File: src/hw/dac_format_pkg.sv
/* output format of the DAC datapath; every channel emits PARALLEL_SAMPLES
   two's complement samples per dac_clk cycle with no back-pressure */
package dac_format_pkg;

  // independent waveform channels
  localparam int CHANNELS = 2;

  // samples per channel per dac_clk cycle
  localparam int PARALLEL_SAMPLES = 4;

  // width of one output sample, two's complement
  localparam int SAMPLE_WIDTH = 12;

  // cycles from a registered sample phase to its output sample
  // the shaper and the crossing detector both follow this depth
  localparam int PIPE_LATENCY = 2;

  // a batch on the DAC bus is CHANNELS x PARALLEL_SAMPLES words
  // sample 0 of a batch is the oldest in time
  // channel c sample s sits at index [c][s] on the packed buses

  // one sample per cycle per lane means the DAC drains a batch
  // every cycle, so nothing in the generator can stall

  // valid is a level shared by all channels
  // trigger is one bit per channel

endpackage

File: src/hw/phase_pkg.sv
/* phase word of the triangle generator; one full wrap of PHASE_BITS is one
   period, so the frequency step is f_sample / 2^PHASE_BITS */
package phase_pkg;

  // accumulator width, one wrap is one period
  localparam int PHASE_BITS = 24;

  // mid-scale code of the full-precision fold
  // this is the most negative two's complement value
  localparam logic [PHASE_BITS-1:0] PHASE_MID = {1'b1, {(PHASE_BITS-1){1'b0}}};

  // decoded view of a phase word
  // half = 0 is the rising half of the period
  // quarter flips where the wave crosses zero
  typedef struct packed {
    logic                  half;
    logic                  quarter;
    logic [PHASE_BITS-3:0] fraction;
  } phase_fields_t;

  // raw is used for the accumulator arithmetic
  // field is used by the shaper and the crossing detector
  typedef union packed {
    logic [PHASE_BITS-1:0] raw;
    phase_fields_t         field;
  } phase_word_u;

  // within the rising half the quarter bit goes 0 to 1 at the
  // upward zero crossing of the folded wave

  // in the falling half it goes 0 to 1 at the downward crossing

endpackage

File: src/hw/phase_increment_table.sv
/* increments load only on the phase_inc_load strobe and are held after;
   multiples wrap modulo 2^PHASE_BITS */
`timescale 1ns/1ns
module phase_increment_table (
  input  logic dac_clk,
  input  logic dac_reset,
  input  logic [dac_format_pkg::CHANNELS-1:0][phase_pkg::PHASE_BITS-1:0] phase_inc,
  input  logic phase_inc_load,
  output logic [dac_format_pkg::CHANNELS-1:0]
               [dac_format_pkg::PARALLEL_SAMPLES-1:0]
               [phase_pkg::PHASE_BITS-1:0] inc_multiple
);

  import dac_format_pkg::*;
  import phase_pkg::*;

  // entry s holds (s+1) times the channel increment
  // the last entry is the step of a whole batch
  // products are taken once at load time so the
  // per-cycle accumulation only has adders in it

  always_ff @(posedge dac_clk) begin
    if (dac_reset) begin
      // zero increment holds every phase at zero
      inc_multiple <= '0;
    end else if (phase_inc_load) begin
      for (int ch = 0; ch < CHANNELS; ch++) begin
        for (int s = 0; s < PARALLEL_SAMPLES; s++) begin
          // keep only the low bits, the phase wraps anyway
          inc_multiple[ch][s] <= PHASE_BITS'(phase_inc[ch] * (s + 1));
        end
      end
    end
  end

  // new multiples are visible right after the load edge
  // the accumulator picks them up on the following edge
  // so a load at edge e first shows in the phases of edge e+1

  // all channels reload together
  // a channel that should keep its rate has to be given
  // the same increment again on the bus

  // note the table is not cleared between loads
  // it simply overwrites every entry at once

endmodule

File: src/hw/phase_accumulator.sv
/* phases start at zero after reset; sample_valid marks the phases as
   meaningful from the second edge after reset is released */
`timescale 1ns/1ns
module phase_accumulator (
  input  logic dac_clk,
  input  logic dac_reset,
  input  logic [dac_format_pkg::CHANNELS-1:0]
               [dac_format_pkg::PARALLEL_SAMPLES-1:0]
               [phase_pkg::PHASE_BITS-1:0] inc_multiple,
  output phase_pkg::phase_word_u [dac_format_pkg::CHANNELS-1:0]
                                 [dac_format_pkg::PARALLEL_SAMPLES-1:0] sample_phase,
  output logic sample_valid
);

  import dac_format_pkg::*;
  import phase_pkg::*;

  // phase of sample 0 of the batch being formed
  logic [CHANNELS-1:0][PHASE_BITS-1:0] batch_phase;

  // warm-up shift register, fills with ones after reset
  logic [1:0] warmup;

  always_ff @(posedge dac_clk) begin
    if (dac_reset) begin
      batch_phase  <= '0;
      sample_phase <= '0;
      warmup       <= '0;
    end else begin
      for (int ch = 0; ch < CHANNELS; ch++) begin
        // step a whole batch at once
        batch_phase[ch] <= batch_phase[ch] + inc_multiple[ch][PARALLEL_SAMPLES-1];

        // sample 0 is the batch phase itself
        sample_phase[ch][0].raw <= batch_phase[ch];

        // later samples add the matching multiple
        // all of them use the batch phase from before this edge
        for (int s = 1; s < PARALLEL_SAMPLES; s++) begin
          sample_phase[ch][s].raw <= batch_phase[ch] + inc_multiple[ch][s-1];
        end
      end
      warmup <= {warmup[0], 1'b1};
    end
  end

  // high from the second edge after reset onwards
  assign sample_valid = warmup[1];

  // wrap-around of batch_phase is the period boundary
  // no special handling is needed since the adders are modulo

  // the batch phase and its samples never stop stepping
  // a zero increment simply holds the wave at one point

  // a change of increment takes effect on the next edge
  // without any phase jump, since only the step changes

endmodule

File: src/hw/triangle_shaper.sv
/* two-stage fold of phase into a full-scale triangle; output samples are
   the top SAMPLE_WIDTH bits, truncated and not rounded */
`timescale 1ns/1ns
module triangle_shaper (
  input  logic dac_clk,
  input  logic dac_reset,
  input  phase_pkg::phase_word_u [dac_format_pkg::CHANNELS-1:0]
                                 [dac_format_pkg::PARALLEL_SAMPLES-1:0] sample_phase,
  input  logic sample_valid,
  output logic [dac_format_pkg::CHANNELS-1:0]
               [dac_format_pkg::PARALLEL_SAMPLES-1:0]
               [dac_format_pkg::SAMPLE_WIDTH-1:0] dac_data,
  output logic dac_valid
);

  import dac_format_pkg::*;
  import phase_pkg::*;

  logic [CHANNELS-1:0][PARALLEL_SAMPLES-1:0][PHASE_BITS-1:0] fold_next;
  logic [CHANNELS-1:0][PARALLEL_SAMPLES-1:0][PHASE_BITS-1:0] fold;
  logic [PIPE_LATENCY-1:0] valid_pipe;

  // fold the phase into a two's complement ramp up then down
  always_comb begin
    logic [PHASE_BITS-1:0] ramp;
    for (int ch = 0; ch < CHANNELS; ch++) begin
      for (int s = 0; s < PARALLEL_SAMPLES; s++) begin
        // twice the phase below the half bit
        ramp = {sample_phase[ch][s].field.quarter, sample_phase[ch][s].field.fraction, 1'b0};
        if (!sample_phase[ch][s].field.half) begin
          // rising half, minimum up to maximum
          fold_next[ch][s] = PHASE_MID + ramp;
        end else begin
          // falling half, maximum down to minimum
          fold_next[ch][s] = PHASE_MID - 1'b1 - ramp;
        end
      end
    end
  end

  // stage 1 keeps full precision
  always_ff @(posedge dac_clk) begin
    fold <= fold_next;
  end

  // stage 2 truncates, zero until the phases are meaningful
  always_ff @(posedge dac_clk) begin
    if (dac_reset) begin
      valid_pipe <= '0;
      dac_data   <= '0;
    end else begin
      valid_pipe <= {valid_pipe[PIPE_LATENCY-2:0], sample_valid};
      for (int ch = 0; ch < CHANNELS; ch++) begin
        for (int s = 0; s < PARALLEL_SAMPLES; s++) begin
          dac_data[ch][s] <= valid_pipe[PIPE_LATENCY-2] ?
                             fold[ch][s][PHASE_BITS-1 -: SAMPLE_WIDTH] : '0;
        end
      end
    end
  end

  assign dac_valid = valid_pipe[PIPE_LATENCY-1];

endmodule

File: src/hw/rising_crossing_detect.sv
/* trigger is exact only while the phase moves less than a quarter period
   per batch; faster waves can miss or misplace the crossing */
`timescale 1ns/1ns
module rising_crossing_detect (
  input  logic dac_clk,
  input  logic dac_reset,
  input  phase_pkg::phase_word_u [dac_format_pkg::CHANNELS-1:0]
                                 [dac_format_pkg::PARALLEL_SAMPLES-1:0] sample_phase,
  output logic [dac_format_pkg::CHANNELS-1:0] dac_trigger
);

  import dac_format_pkg::*;
  import phase_pkg::*;

  // decoded phase bits of the current batch
  logic [CHANNELS-1:0][PARALLEL_SAMPLES-1:0] half_bits;
  logic [CHANNELS-1:0][PARALLEL_SAMPLES-1:0] quarter_bits;

  // quarter bits of the previous batch
  logic [CHANNELS-1:0][PARALLEL_SAMPLES-1:0] quarter_prev;

  // stage 1 flags
  logic [CHANNELS-1:0] rising;
  logic [CHANNELS-1:0] crossing;

  always_comb begin
    for (int ch = 0; ch < CHANNELS; ch++) begin
      for (int s = 0; s < PARALLEL_SAMPLES; s++) begin
        half_bits[ch][s]    = sample_phase[ch][s].field.half;
        quarter_bits[ch][s] = sample_phase[ch][s].field.quarter;
      end
    end
  end

  always_ff @(posedge dac_clk) begin
    if (dac_reset) begin
      quarter_prev <= '0;
      rising       <= '0;
      crossing     <= '0;
      dac_trigger  <= '0;
    end else begin
      quarter_prev <= quarter_bits;
      for (int ch = 0; ch < CHANNELS; ch++) begin
        // whole batch in the rising half
        rising[ch] <= ~|half_bits[ch];
        // mixed quarter bits put the crossing inside this batch
        // all ones after all zeros puts it on the batch boundary
        crossing[ch] <= (|quarter_bits[ch] & ~&quarter_bits[ch]) |
                        (&quarter_bits[ch] & ~|quarter_prev[ch]);
      end
      // stage 2 lines up with dac_data
      dac_trigger <= rising & crossing;
    end
  end

  // the boundary case flags the batch that starts past zero
  // so one crossing gives exactly one trigger either way

  // a falling half batch also flips quarter, the rising
  // flag keeps that downward crossing from triggering

endmodule

File: src/hw/triangle_gen.sv
/* triangle source, one batch per channel per dac_clk; a load reaches the
   outputs 3 cycles later and dac_trigger is aligned with dac_data */
`timescale 1ns/1ns
module triangle_gen (
  input  logic dac_clk,
  input  logic dac_reset,
  input  logic [dac_format_pkg::CHANNELS-1:0][phase_pkg::PHASE_BITS-1:0] phase_inc,
  input  logic phase_inc_load,
  output logic [dac_format_pkg::CHANNELS-1:0]
               [dac_format_pkg::PARALLEL_SAMPLES-1:0]
               [dac_format_pkg::SAMPLE_WIDTH-1:0] dac_data,
  output logic dac_valid,
  output logic [dac_format_pkg::CHANNELS-1:0] dac_trigger
);

  import dac_format_pkg::*;
  import phase_pkg::*;

  // multiples of each increment
  logic [CHANNELS-1:0][PARALLEL_SAMPLES-1:0][PHASE_BITS-1:0] inc_multiple;

  // per-sample phases shared by the shaper and the detector
  phase_word_u [CHANNELS-1:0][PARALLEL_SAMPLES-1:0] sample_phase;
  logic sample_valid;

  phase_increment_table u_inc_table (
    .dac_clk        (dac_clk),
    .dac_reset      (dac_reset),
    .phase_inc      (phase_inc),
    .phase_inc_load (phase_inc_load),
    .inc_multiple   (inc_multiple)
  );

  phase_accumulator u_accumulator (
    .dac_clk      (dac_clk),
    .dac_reset    (dac_reset),
    .inc_multiple (inc_multiple),
    .sample_phase (sample_phase),
    .sample_valid (sample_valid)
  );

  // both consumers take PIPE_LATENCY cycles
  triangle_shaper u_shaper (
    .dac_clk      (dac_clk),
    .dac_reset    (dac_reset),
    .sample_phase (sample_phase),
    .sample_valid (sample_valid),
    .dac_data     (dac_data),
    .dac_valid    (dac_valid)
  );

  rising_crossing_detect u_crossing (
    .dac_clk      (dac_clk),
    .dac_reset    (dac_reset),
    .sample_phase (sample_phase),
    .dac_trigger  (dac_trigger)
  );

endmodule

File: config.mk
export PLATFORM = sky130hd
export DESIGN_NAME = triangle_gen
export DESIGN_NICKNAME = d
export VERILOG_FILES = /design/src/hw/dac_format_pkg.sv /design/src/hw/phase_pkg.sv /design/src/hw/phase_increment_table.sv /design/src/hw/phase_accumulator.sv /design/src/hw/triangle_shaper.sv /design/src/hw/rising_crossing_detect.sv /design/src/hw/triangle_gen.sv
export SDC_FILE = /design/constraint.sdc
export NUM_CORES = 1
export LEC_CHECK = 0
export BUFFER_PORTS_ARGS = -buffer_cell sky130_fd_sc_hd__buf_4
export CAP_MARGIN = 20
export CORE_UTILIZATION = 45
export CTS_CLUSTER_DIAMETER = 60
export DETAILED_ROUTE_END_ITERATION = 7
export PLACE_DENSITY = 0.74
export SETUP_SLACK_MARGIN = 0.2
export SYNTH_ARGS = -nofsm -noshare
export SYNTH_HDL_FRONTEND = slang
export SYNTH_SLANG_ARGS = --single-unit
File: constraint.sdc
create_clock -name dac_clk -period 3.5 [get_ports dac_clk]
set_input_delay 0.35 -clock dac_clk [delete_from_list [all_inputs] [get_ports dac_clk]]
set_output_delay 0.35 -clock dac_clk [all_outputs]
set_load 0.01 [all_outputs]
==> impl_metrics.ini, run 1 <==
[synth]
synth_warnings = 0
ys_types = 76
synth-edff-count = 0
ys.flop_type = dfxtp_1
synth_top_family_by_area = simple AND/OR/NAND/NOR gates
synthAdderAreaFrac_pct = 12.4
synthSimpleGateAreaFrac_pct = 16.4
yosys.area.top_type_share_pct = 42.4
ys_seq_area_share_pct = 42.4
synth_seq_cells = 450
yosysTopAreaCell = dfxtp_1
synth-compound-area-share_pct = 14.1
syn_avg_cell_area_um2 = 9.76
synth_nets = 2435
ys_async_sr_fraction_pct = 0
synthTopCellsByArea = dfxtp_1, ha_1, xor2_1, nor2_1, mux2i_1
synth_cells = 2176
synth_xor_area_share_pct = 8.54
muxShareOfSynthArea_pct = 4.08
syn_area_um2 = 21200

[job]
max-cap-violations = 0

[clock_network]
cts_htree_levels = 2
cts.path.max_buffers = 3
cts_tree = yes
cts_root_buf = clkbuf_16
cts.sink_count = 450
clk_pin_slew_ns = 0.06
clkLatencyLatePin_ns = 0.59
numCtsBuffers = 49

[power]
p_per_area_nw_per_um2 = 578
ir_drop_mv = 0.355
leakage_nw = 11.9

[setup_path]
worstPathMaxFanout = 4
arrival_ns = 3.50
startpoint = u_accumulator.batch_phase[4]
r2r_start = u_accumulator.batch_phase[4]
required_ns = 3.94
reg2reg_to = u_accumulator.sample_phase[93]
r2r_cells = 10
cp-start-kind = flip-flop
rrSetupSlack_ns = 0.44
cp-end-kind = flip-flop
path_class = flip-flop to flip-flop

[die]
rows = 79
dieHeight_um = 219
coreArea_um2 = 46600
io_pins = 150
dieArea_um2 = 48100
start_util_pct = 45.6
die-width_um = 219

[global_routing]
grt_pass1_vias = 15600
grt_overflow = 0
grt_max_degree = 136
antenna_found_initial = 1
grt_pass1_wl_um = 80800
globalRouteTotalUtil_pct = 20.9

[placed_design]
gp_congestion = 0.903
dp_hpwl_um = 37500
port-buffer-count = 149

[drt]
wl_um = 50200
wl_per_cell_um = 16.9
drt_iter0_markers = 800
drc_errors = 0
first_pass_iters = 5
dr_total_vias = 15900
viasPerCell = 5.38
drtAntennaViolNets = 0

[hold_path]
whs_endpoint = u_inc_table.inc_multiple[144]
hold_path.class = input port to flip-flop
hp-start = phase_inc[24]
whs_path_depth = 3

[sta]
worst_slew_pin_slew_ns = 0.824
fin_skew_ns = 0.0246
whs_ns = 0.0285
fmax_mhz = 327
hold_viol_final = 0
finalSetupTns_ns = 0
rsz0062_at_grt = no
post-route-period-util_pct = 87.4
max_slew_margin_pct = 45.0
drv_slew = 0
setup_viol = 0
post-route-min-period_ns = 3.06

[layout]
antennaDiodeCount = 0
fillerInstances = 4165
layout.nets = 2577
drive_gt1_share_pct = 12.1
final_util_pct = 53.1
area_growth_pct = 16.3

[outcome]
outcome = finished, final reports clean
state kept, by name, indices dropped and copies added, names as in the netlist:
register / cells
u_accumulator.batch_phase: 44
u_accumulator.warmup: 2
u_shaper.valid_pipe: 2
u_crossing.rising: 2
u_accumulator.sample_phase: 104
u_crossing.crossing: 2
u_inc_table.inc_multiple: 92
u_shaper.dac_data: 96
u_crossing.dac_trigger: 2
u_crossing.quarter_prev: 8
u_shaper.fold: 96
power breakdown:
part | internal (mW) | switching (mW) | total (mW)
clock network | 3.23 | 2.08 | 5.31
registers | 5.94 | 0.553 | 6.49
logic | 1.15 | 1.32 | 2.47
total | 10.3 | 3.95 | 14.3
Yosys cell counts, drive strengths merged (15+ instances only):
cell type / n
nand3: 41
a21oi: 113
and2: 101
nor2b: 73
a21o: 76
nand2: 72
dfxtp: 450
ha: 204
and3: 27
nand4: 23
a211oi: 17
buf: 21
a31oi: 22
o21ai: 64
o21bai: 19
xor2: 133
nor3: 45
mux2i: 69
clkbuf: 56
xnor2: 74
inv: 41
o21a: 15
mux2: 15
nor2: 233
how the worst max path moves through the flow:
stage	endpoint	slack, ns	cells after the start
global placement	u_accumulator.sample_phase[43]	0.64	9
CTS	u_accumulator.sample_phase[93]	0.51	10
detailed placement	u_accumulator.sample_phase[43]	0.55	9
floorplan	u_accumulator.batch_phase[17]	0.93	9
global route	u_accumulator.sample_phase[93]	0.30	10
finish	u_accumulator.sample_phase[93]	0.44	10
through the flow:
| step | area [um^2] | cells | setup WS [ns] | total power, mW |
|---|---|---|---|---|
| after CTS | 24700 | 2961 | 0.506 | 14.4 |
| final | 24700 | 2961 | 0.442 | 14.3 |
| after global placement | 23000 | 2871 | 0.643 | 8.96 |
| after global routing | 24700 | 2961 | 0.299 | 15.0 |
| after floorplan | 21200 | 2176 | 0.927 | 8.26 |
| after detailed placement | 23000 | 2871 | 0.551 | 9.05 |
cell type report:
type / instances / area [um^2] / share of cell area (%)
clock buffer: 69 / 1350 / 5.47
clock inverter: 18 / 320 / 1.30
inverter: 41 / 154 / 0.623
multi-input combinational: 1608 / 11800 / 47.7
sequential: 450 / 9010 / 36.5
tap: 607 / 759 / 3.07
timing repair buffer: 168 / 1310 / 5.31
kinds of logic (layout without fill, tap and decap cells):
kind of cell / Yosys count / in the layout
xor gates and xnor gates: 207 / 207
buffers and inverters: 118 / 296
muxes: 84 / 84
and+or+nand+nor: 685 / 685
DFF: 450 / 450
AOI/OAI and AO/OA: 424 / 424
adders and majority gates: 208 / 208
critical path, cell delays in order, from the launching register on:
cell       delay, ns
dfxtp_1         0.41
ha_1            0.28
a21oi_1         0.20
a21oi_1         0.10
a2111oi_0       0.63
buf_4           0.24
o211ai_1        0.25
a31oi_1         0.44
a21oi_1         0.16
xnor2_1         0.16
nor2_1          0.05
cell usage in the layout (no fill, tap or decap), types with 22 or more instances in the layout:
cell type and instances:
dfxtp_1 450, nor2_1 233, ha_1 204, buf_4 161
xor2_1 133, a21oi_1 112, and2_1 100, a21o_1 76
xnor2_1 74, nand2_1 72, nor2b_1 72, mux2i_1 69
o21ai_0 58, clkbuf_16 49, nor3_1 45, inv_1 41
nand3_1 41, and3_1 27, nand4_1 23, a31oi_1 22
timing repair:
item / 4_1_cts / 5_1_grt
buffers inserted: 0 / 0
hold endpoints to repair: 3 / 0
hold buffers: 3 / 0
resized for setup: 0 / 0
per-layer routing:
layer / track usage [%] / up-vias / part of all wire [%]
met3: 3.34 / 96 / 5.3
met5: 0 / - / 0
li1: - / 7971 / -
met1: 28.8 / 7467 / 48
met4: 7.13 / 0 / 2.8
met2: 33.2 / 396 / 44
No activity file was read; power rests on OpenSTA's default activity.
==> run 2: changes to the inputs <==
--- a/config.mk
+++ b/config.mk
@@ -5,6 +5,7 @@
 export SDC_FILE = /design/constraint.sdc
 export NUM_CORES = 1
 export LEC_CHECK = 0
+export ABC_AREA = 1
 export BUFFER_PORTS_ARGS = -buffer_cell sky130_fd_sc_hd__buf_4
 export CAP_MARGIN = 20
 export CORE_UTILIZATION = 45
==> impl_metrics.ini, run 2 <==
[outcome]
outcome = finished, final reports clean

[global_routing]
grt_overflow = 0
grt_pass1_vias = 21600
antenna_found_initial = 0
globalRouteTotalUtil_pct = 24.3
grt_pass1_wl_um = 114000
grt_max_degree = 90

[sta]
fin_skew_ns = 0.0318
whs_ns = 0.0253
post-route-min-period_ns = 2.21
setup_viol = 0
hold_viol_final = 0
timing.final.ws_setup_ns = 1.29
drv_slew = 0
worst_slew_pin_slew_ns = 0.883
post-route-period-util_pct = 63.2
finalSetupTns_ns = 0
max_slew_margin_pct = 41.1
fmax_mhz = 452
rsz0062_at_grt = no

[placed_design]
placedCellCount = 4702
dp_hpwl_um = 56400
dp_slack_ns = 1.33
gp_congestion = 0.976
placed_cell_area_um2 = 27600
port-buffer-count = 149

[die]
dieArea_um2 = 58300
start_util_pct = 45.7
die-width_um = 242
dieHeight_um = 242
io_pins = 150
coreArea_um2 = 56500
rows = 87

[drt]
dr_total_vias = 23700
drt_iter0_markers = 1566
first_pass_iters = 5
wl_um = 72200
viasPerCell = 4.94
drtAntennaViolNets = 0
drc_errors = 0
wl_per_cell_um = 15.0

[layout]
top_regs = u_accumulator.sample_phase x104, u_shaper.dac_data x96, u_shaper.fold x96
drive_gt1_share_pct = 7.10
final_common_cell = nand2_1
design_area_um2 = 29500
layout.nets = 4277
instances_no_fill = 4812
layout_common_cells = nand2_1, nor2_1, inv_1
area_growth_pct = 14.3
largest_reg_flops = 104
top_register = u_accumulator.sample_phase
antennaDiodeCount = 0

[power]
internal-power_mw = 10.2
leakage_nw = 15.5
pwr-share-seq_pct = 42.7
p_per_area_nw_per_um2 = 514
power.share.switching_pct = 32.5
p_clk_share_pct = 34.8
p_sw_mw = 4.93
ir_drop_mv = 0.334
share_comb_of_total_power_pct = 22.5

[setup_path]
arrival_ns = 2.76
path_class = flip-flop to flip-flop
critPathMostFrequentCell = nand2_1
worst_path_max_delay_cell = dfxtp_1
cpPeakStageDelay_ns = 0.45
worstPathMaxFanout = 5
path_cells = ha_1 -> inv_1 -> fa_1 -> inv_1 -> nand2_1 -> nand2_1 -> o21ai_2 -> o21ai_1 -> nand4_1 -> nand3_1 -> nand2_1 -> nor2_1
cp-start-kind = flip-flop
required_ns = 4.04
cp-end-kind = flip-flop

[clock_network]
clk_pin_slew_ns = 0.06
clkLatencyLatePin_ns = 0.61
cts_root_buf = clkbuf_16
cts.sink_count = 450
post_cts_buffers = 0
cts.path.max_buffers = 3
cts_tree = yes
numCtsBuffers = 49
cts_htree_levels = 2

[synth]
ys_async_sr_fraction_pct = 0
synth_warnings = 0
ys_types = 49
synth-edff-count = 0
ys_seq_area_share_pct = 34.9
synth.most_common_cell = nand2_1
synthTopCellsByArea = dfxtp_1, nand2_1, ha_1, nor2_1, inv_1
synth_cells = 3865
synth_seq_cells = 450
syn_avg_cell_area_um2 = 6.68
yosys.area.top_type_share_pct = 34.9
syn_area_um2 = 25800
synthTopCellsByCount = nand2_1, nor2_1, inv_1, dfxtp_1, a21oi_1
ys.flop_type = dfxtp_1
synth_nets = 4124
yosysTopAreaCell = dfxtp_1

[hold_path]
hold_path.class = input port to flip-flop

[job]
max-cap-violations = 0
==> run 2: cell count changes after synthesis, sizes merged, moves of 53 or more <==
| cell | previous run | this run |
|---|---|---|
| nor2b | 73 | 0 |
| nand2 | 72 | 924 |
| a21o | 76 | 9 |
| nand3 | 41 | 189 |
| nor2 | 233 | 670 |
| xnor2 | 74 | 21 |
| and2 | 101 | 12 |
| inv | 41 | 586 |
| mux2i | 69 | 0 |
| a21oi | 113 | 271 |
| o21ai | 64 | 203 |
==> run 2: logic make-up after synthesis <==
family | synth area share (%)
buf+inv | 9.84
flops | 34.9
compound gates | 11.3
fa+ha+maj | 10.2
xor+xnor | 4.10
simple gates | 29.7
==> run 2: layer usage <==
layer | wire (um) | global-route usage [%] | share of wire, % | vias up
met5 | 0 | 0 | 0 | -
met3 | 4940 | 3.39 | 6.8 | 100
met4 | 1730 | 7.29 | 2.4 | 0
met1 | 36500 | 36.4 | 51 | 10500
met2 | 29000 | 35.7 | 40 | 668
li1 | - | - | - | 12500
==> run 2: power by group through the flow <==
stage / combinational (mW) / sequential, mW / clock (mW)
3_3_place_gp: 3.32 / 6.57 / 0
4_1_cts: 3.39 / 6.47 / 5.39
5_1_grt: 3.90 / 6.54 / 5.60
3_5_place_dp: 3.34 / 6.58 / 0
2_1_floorplan: 2.62 / 6.23 / 0
6_report: 3.42 / 6.48 / 5.27
==> run 2: path summary, 6_finish.rpt <==
kind / from / endpoint / slack (ns) / cells past startpoint
worst min register to register: u_shaper.fold[110] / u_shaper.dac_data[50] / 0.40 / 2
worst max-delay path: u_accumulator.batch_phase[2] / u_accumulator.batch_phase[16] / 1.29 / 12
worst min-delay path: phase_inc[0] / u_inc_table.inc_multiple[48] / 0.03 / 3
worst max register to register: u_accumulator.batch_phase[2] / u_accumulator.batch_phase[16] / 1.29 / 12
==> run 2: repair_timing <==
action | 4_1_cts | 5_1_grt
hold endpoints to repair | 21 | 0
hold buffers | 21 | 0
setup endpoints to repair | 0 | 0
gates resized for setup | 0 | 0
==> run 2: metrics by stage <==
step	util, %	power [mW]
2_1_floorplan	-	8.85
3_3_place_gp	48.9	9.89
3_5_place_dp	48.9	9.92
4_1_cts	52.3	15.2
5_1_grt	52.3	16.0
6_report	52.3	15.2
==> run 2: final cells by class <==
cell class | instances | area, um^2
clock buffer | 69 | 1410
clock inverter | 20 | 263
fill | 5677 | 27000
inverter | 586 | 2200
multi-input combinational | 2754 | 14300
sequential | 450 | 9010
tap | 756 | 946
timing repair buffer | 177 | 1410
==> run 2: worst max-delay path: cells and delay by family, from the launching register on <==
family / cells / cell delay, ns
adders and majority gates: 2 / 0.62
buffers and inverters: 2 / 0.19
AOI/OAI and AO/OA: 2 / 0.32
and+or+nand+nor: 6 / 0.55
DFF: 1 / 0.45
==> run 3: changes to the inputs <==
==> constraint.sdc (replaced) <==
create_clock -name dac_clk -period 2.2 [get_ports dac_clk]
set_input_delay 0.22 -clock dac_clk [delete_from_list [all_inputs] [get_ports dac_clk]]
set_output_delay 0.22 -clock dac_clk [all_outputs]
set_load 0.01 [all_outputs]
==> impl_metrics.ini, run 3 (synthesis gave the netlist of run 2 again) <==
[outcome]
outcome = finished, final reports clean

[placed_design]
gp_congestion = 0.997
dp_slack_ns = 0.113
dp_hpwl_um = 56700
port-buffer-count = 149
placedCellCount = 4724
placed_cell_area_um2 = 27800

[setup_path]
path_cells = ha_1 -> a21o_1 -> o21bai_1 -> a21oi_1 -> nand3_1 -> nand2_1 -> nand2_1 -> nor2_1
critPathMostFrequentCell = nand2_1
worstPathMaxFanout = 4
arrival_ns = 2.44
path_class = flip-flop to flip-flop
cp-end-kind = flip-flop
startpoint = u_inc_table.inc_multiple[19]
cp-start-kind = flip-flop
r2r_start = u_inc_table.inc_multiple[19]
worst_path_max_delay_cell = dfxtp_1
cpPeakStageDelay_ns = 0.58
required_ns = 2.69

[drt]
dr_total_vias = 24300
viasPerCell = 5.00
wl_um = 72600
wl_met2_um = 29400
wl_per_cell_um = 14.9
dr_wl_met3_um = 5730
met1_length_um = 35700
first_pass_iters = 5
drt_iter0_markers = 1662
highest_layer = met4
drc_errors = 0
drtAntennaViolNets = 0

[layout]
top_register = u_accumulator.sample_phase
instances_no_fill = 4864
final_common_cell = nand2_1
layout_common_cells = nand2_1, nor2_1, inv_1
design_area_um2 = 30300
area_growth_pct = 17.2
top_regs = u_accumulator.sample_phase x104, u_shaper.dac_data x96, u_shaper.fold x96
drive_gt1_share_pct = 9.32
antennaDiodeCount = 0
largest_reg_flops = 104
layout.nets = 4328
fillerInstances = 5606

[global_routing]
grt_overflow = 0
globalRouteTotalUtil_pct = 24.4
grt_max_degree = 98
grt_pass1_wl_um = 116000
antenna_found_initial = 0
grt_pass1_vias = 22100

[clock_network]
cts_root_buf = clkbuf_16
clkLatencyLatePin_ns = 0.59
cts.path.max_buffers = 3
clk_pin_slew_ns = 0.06
cts.sink_count = 450
cts_htree_levels = 2
numCtsBuffers = 48
cts_tree = yes

[sta]
timing.final.ws_setup_ns = 0.254
hold_viol_final = 0
rsz0062_at_grt = yes
fin_skew_ns = 0.0249
worst_slew_pin_slew_ns = 0.841
max_slew_margin_pct = 43.9
drv_slew = 0
fmax_mhz = 514
finalSetupTns_ns = 0
post-route-min-period_ns = 1.95
post-route-period-util_pct = 88.4
setup_viol = 0

[die]
start_util_pct = 45.7
dieArea_um2 = 58300
coreArea_um2 = 56500
dieHeight_um = 242
rows = 87
io_pins = 150
die-width_um = 242

[power]
ir_drop_mv = 0.529
power.share.switching_pct = 32.4
p_sw_mw = 7.97
p_per_area_nw_per_um2 = 812
p_clk_share_pct = 35.0
internal-power_mw = 16.6
leakage_nw = 15.8
finalPower_mw = 24.6
pwr-share-seq_pct = 41.6
share_comb_of_total_power_pct = 23.4

[hold_path]
hp-start = phase_inc_load
hold_path.class = input port to flip-flop

[job]
max-cap-violations = 0
## run 3: final timing paths
kind                                          to  slack [ns]  cells after the start
setup / recovery  u_accumulator.sample_phase[69]        0.25                      8
hold / removal      u_inc_table.inc_multiple[61]        0.07                      4
setup reg to reg  u_accumulator.sample_phase[69]        0.25                      8
hold reg to reg            u_shaper.dac_data[93]        0.40                      2
## run 3: repair_timing
item                                   4_1_cts  5_1_grt
setup endpoints to repair                    7       55
hold buffers                                49        0
pin swaps                                    3        7
endpoints found under the hold margin       60        0
buffers inserted                             0        2
gates resized for setup                      6       70
## run 3: per-stage QoR
stage	util (%)	hold slack [ns]
after CTS	53.2	0.0351
after global routing	53.6	0.0658
after floorplan	-	0.355
after global placement	49.2	0.391
after detailed placement	49.2	0.397
final	53.6	0.0656
## run 3: cell type report
cell class              count  area [um^2]  share of cell area, %
clock inverters            29          389                   1.29
multi-input cells        2754        14500                   47.8
inverters                 586         2200                   7.28
repair buffers            229         1880                   6.21
flip-flops and latches    450         9050                   29.9
well taps                 756          946                   3.13
clock buffers              60         1330                   4.38
## run 3: layer usage
metal	GRT usage [%]	up-vias
met4	6.89	0
li1	-	12600
met2	35.5	796
met5	0	-
met1	36.7	10800
met3	3.68	100
## run 3: power by group through the flow
stage / clock network, mW / logic [mW] / registers [mW]
2_1_floorplan: 0 / 4.17 / 9.91
3_3_place_gp: 0 / 5.44 / 10.3
3_5_place_dp: 0 / 5.48 / 10.4
4_1_cts: 8.75 / 5.60 / 10.2
5_1_grt: 9.14 / 6.52 / 10.3
6_report: 8.59 / 5.75 / 10.2
## run 3: worst max-delay path: cells and delay by family, from the launching register on
kind	cells	cell delay, ns
flip-flops	1	0.58
AND/OR/NAND/NOR	4	0.40
AO/OA/AOI/OAI	3	0.51
adder cells (fa/ha/maj)	1	0.36
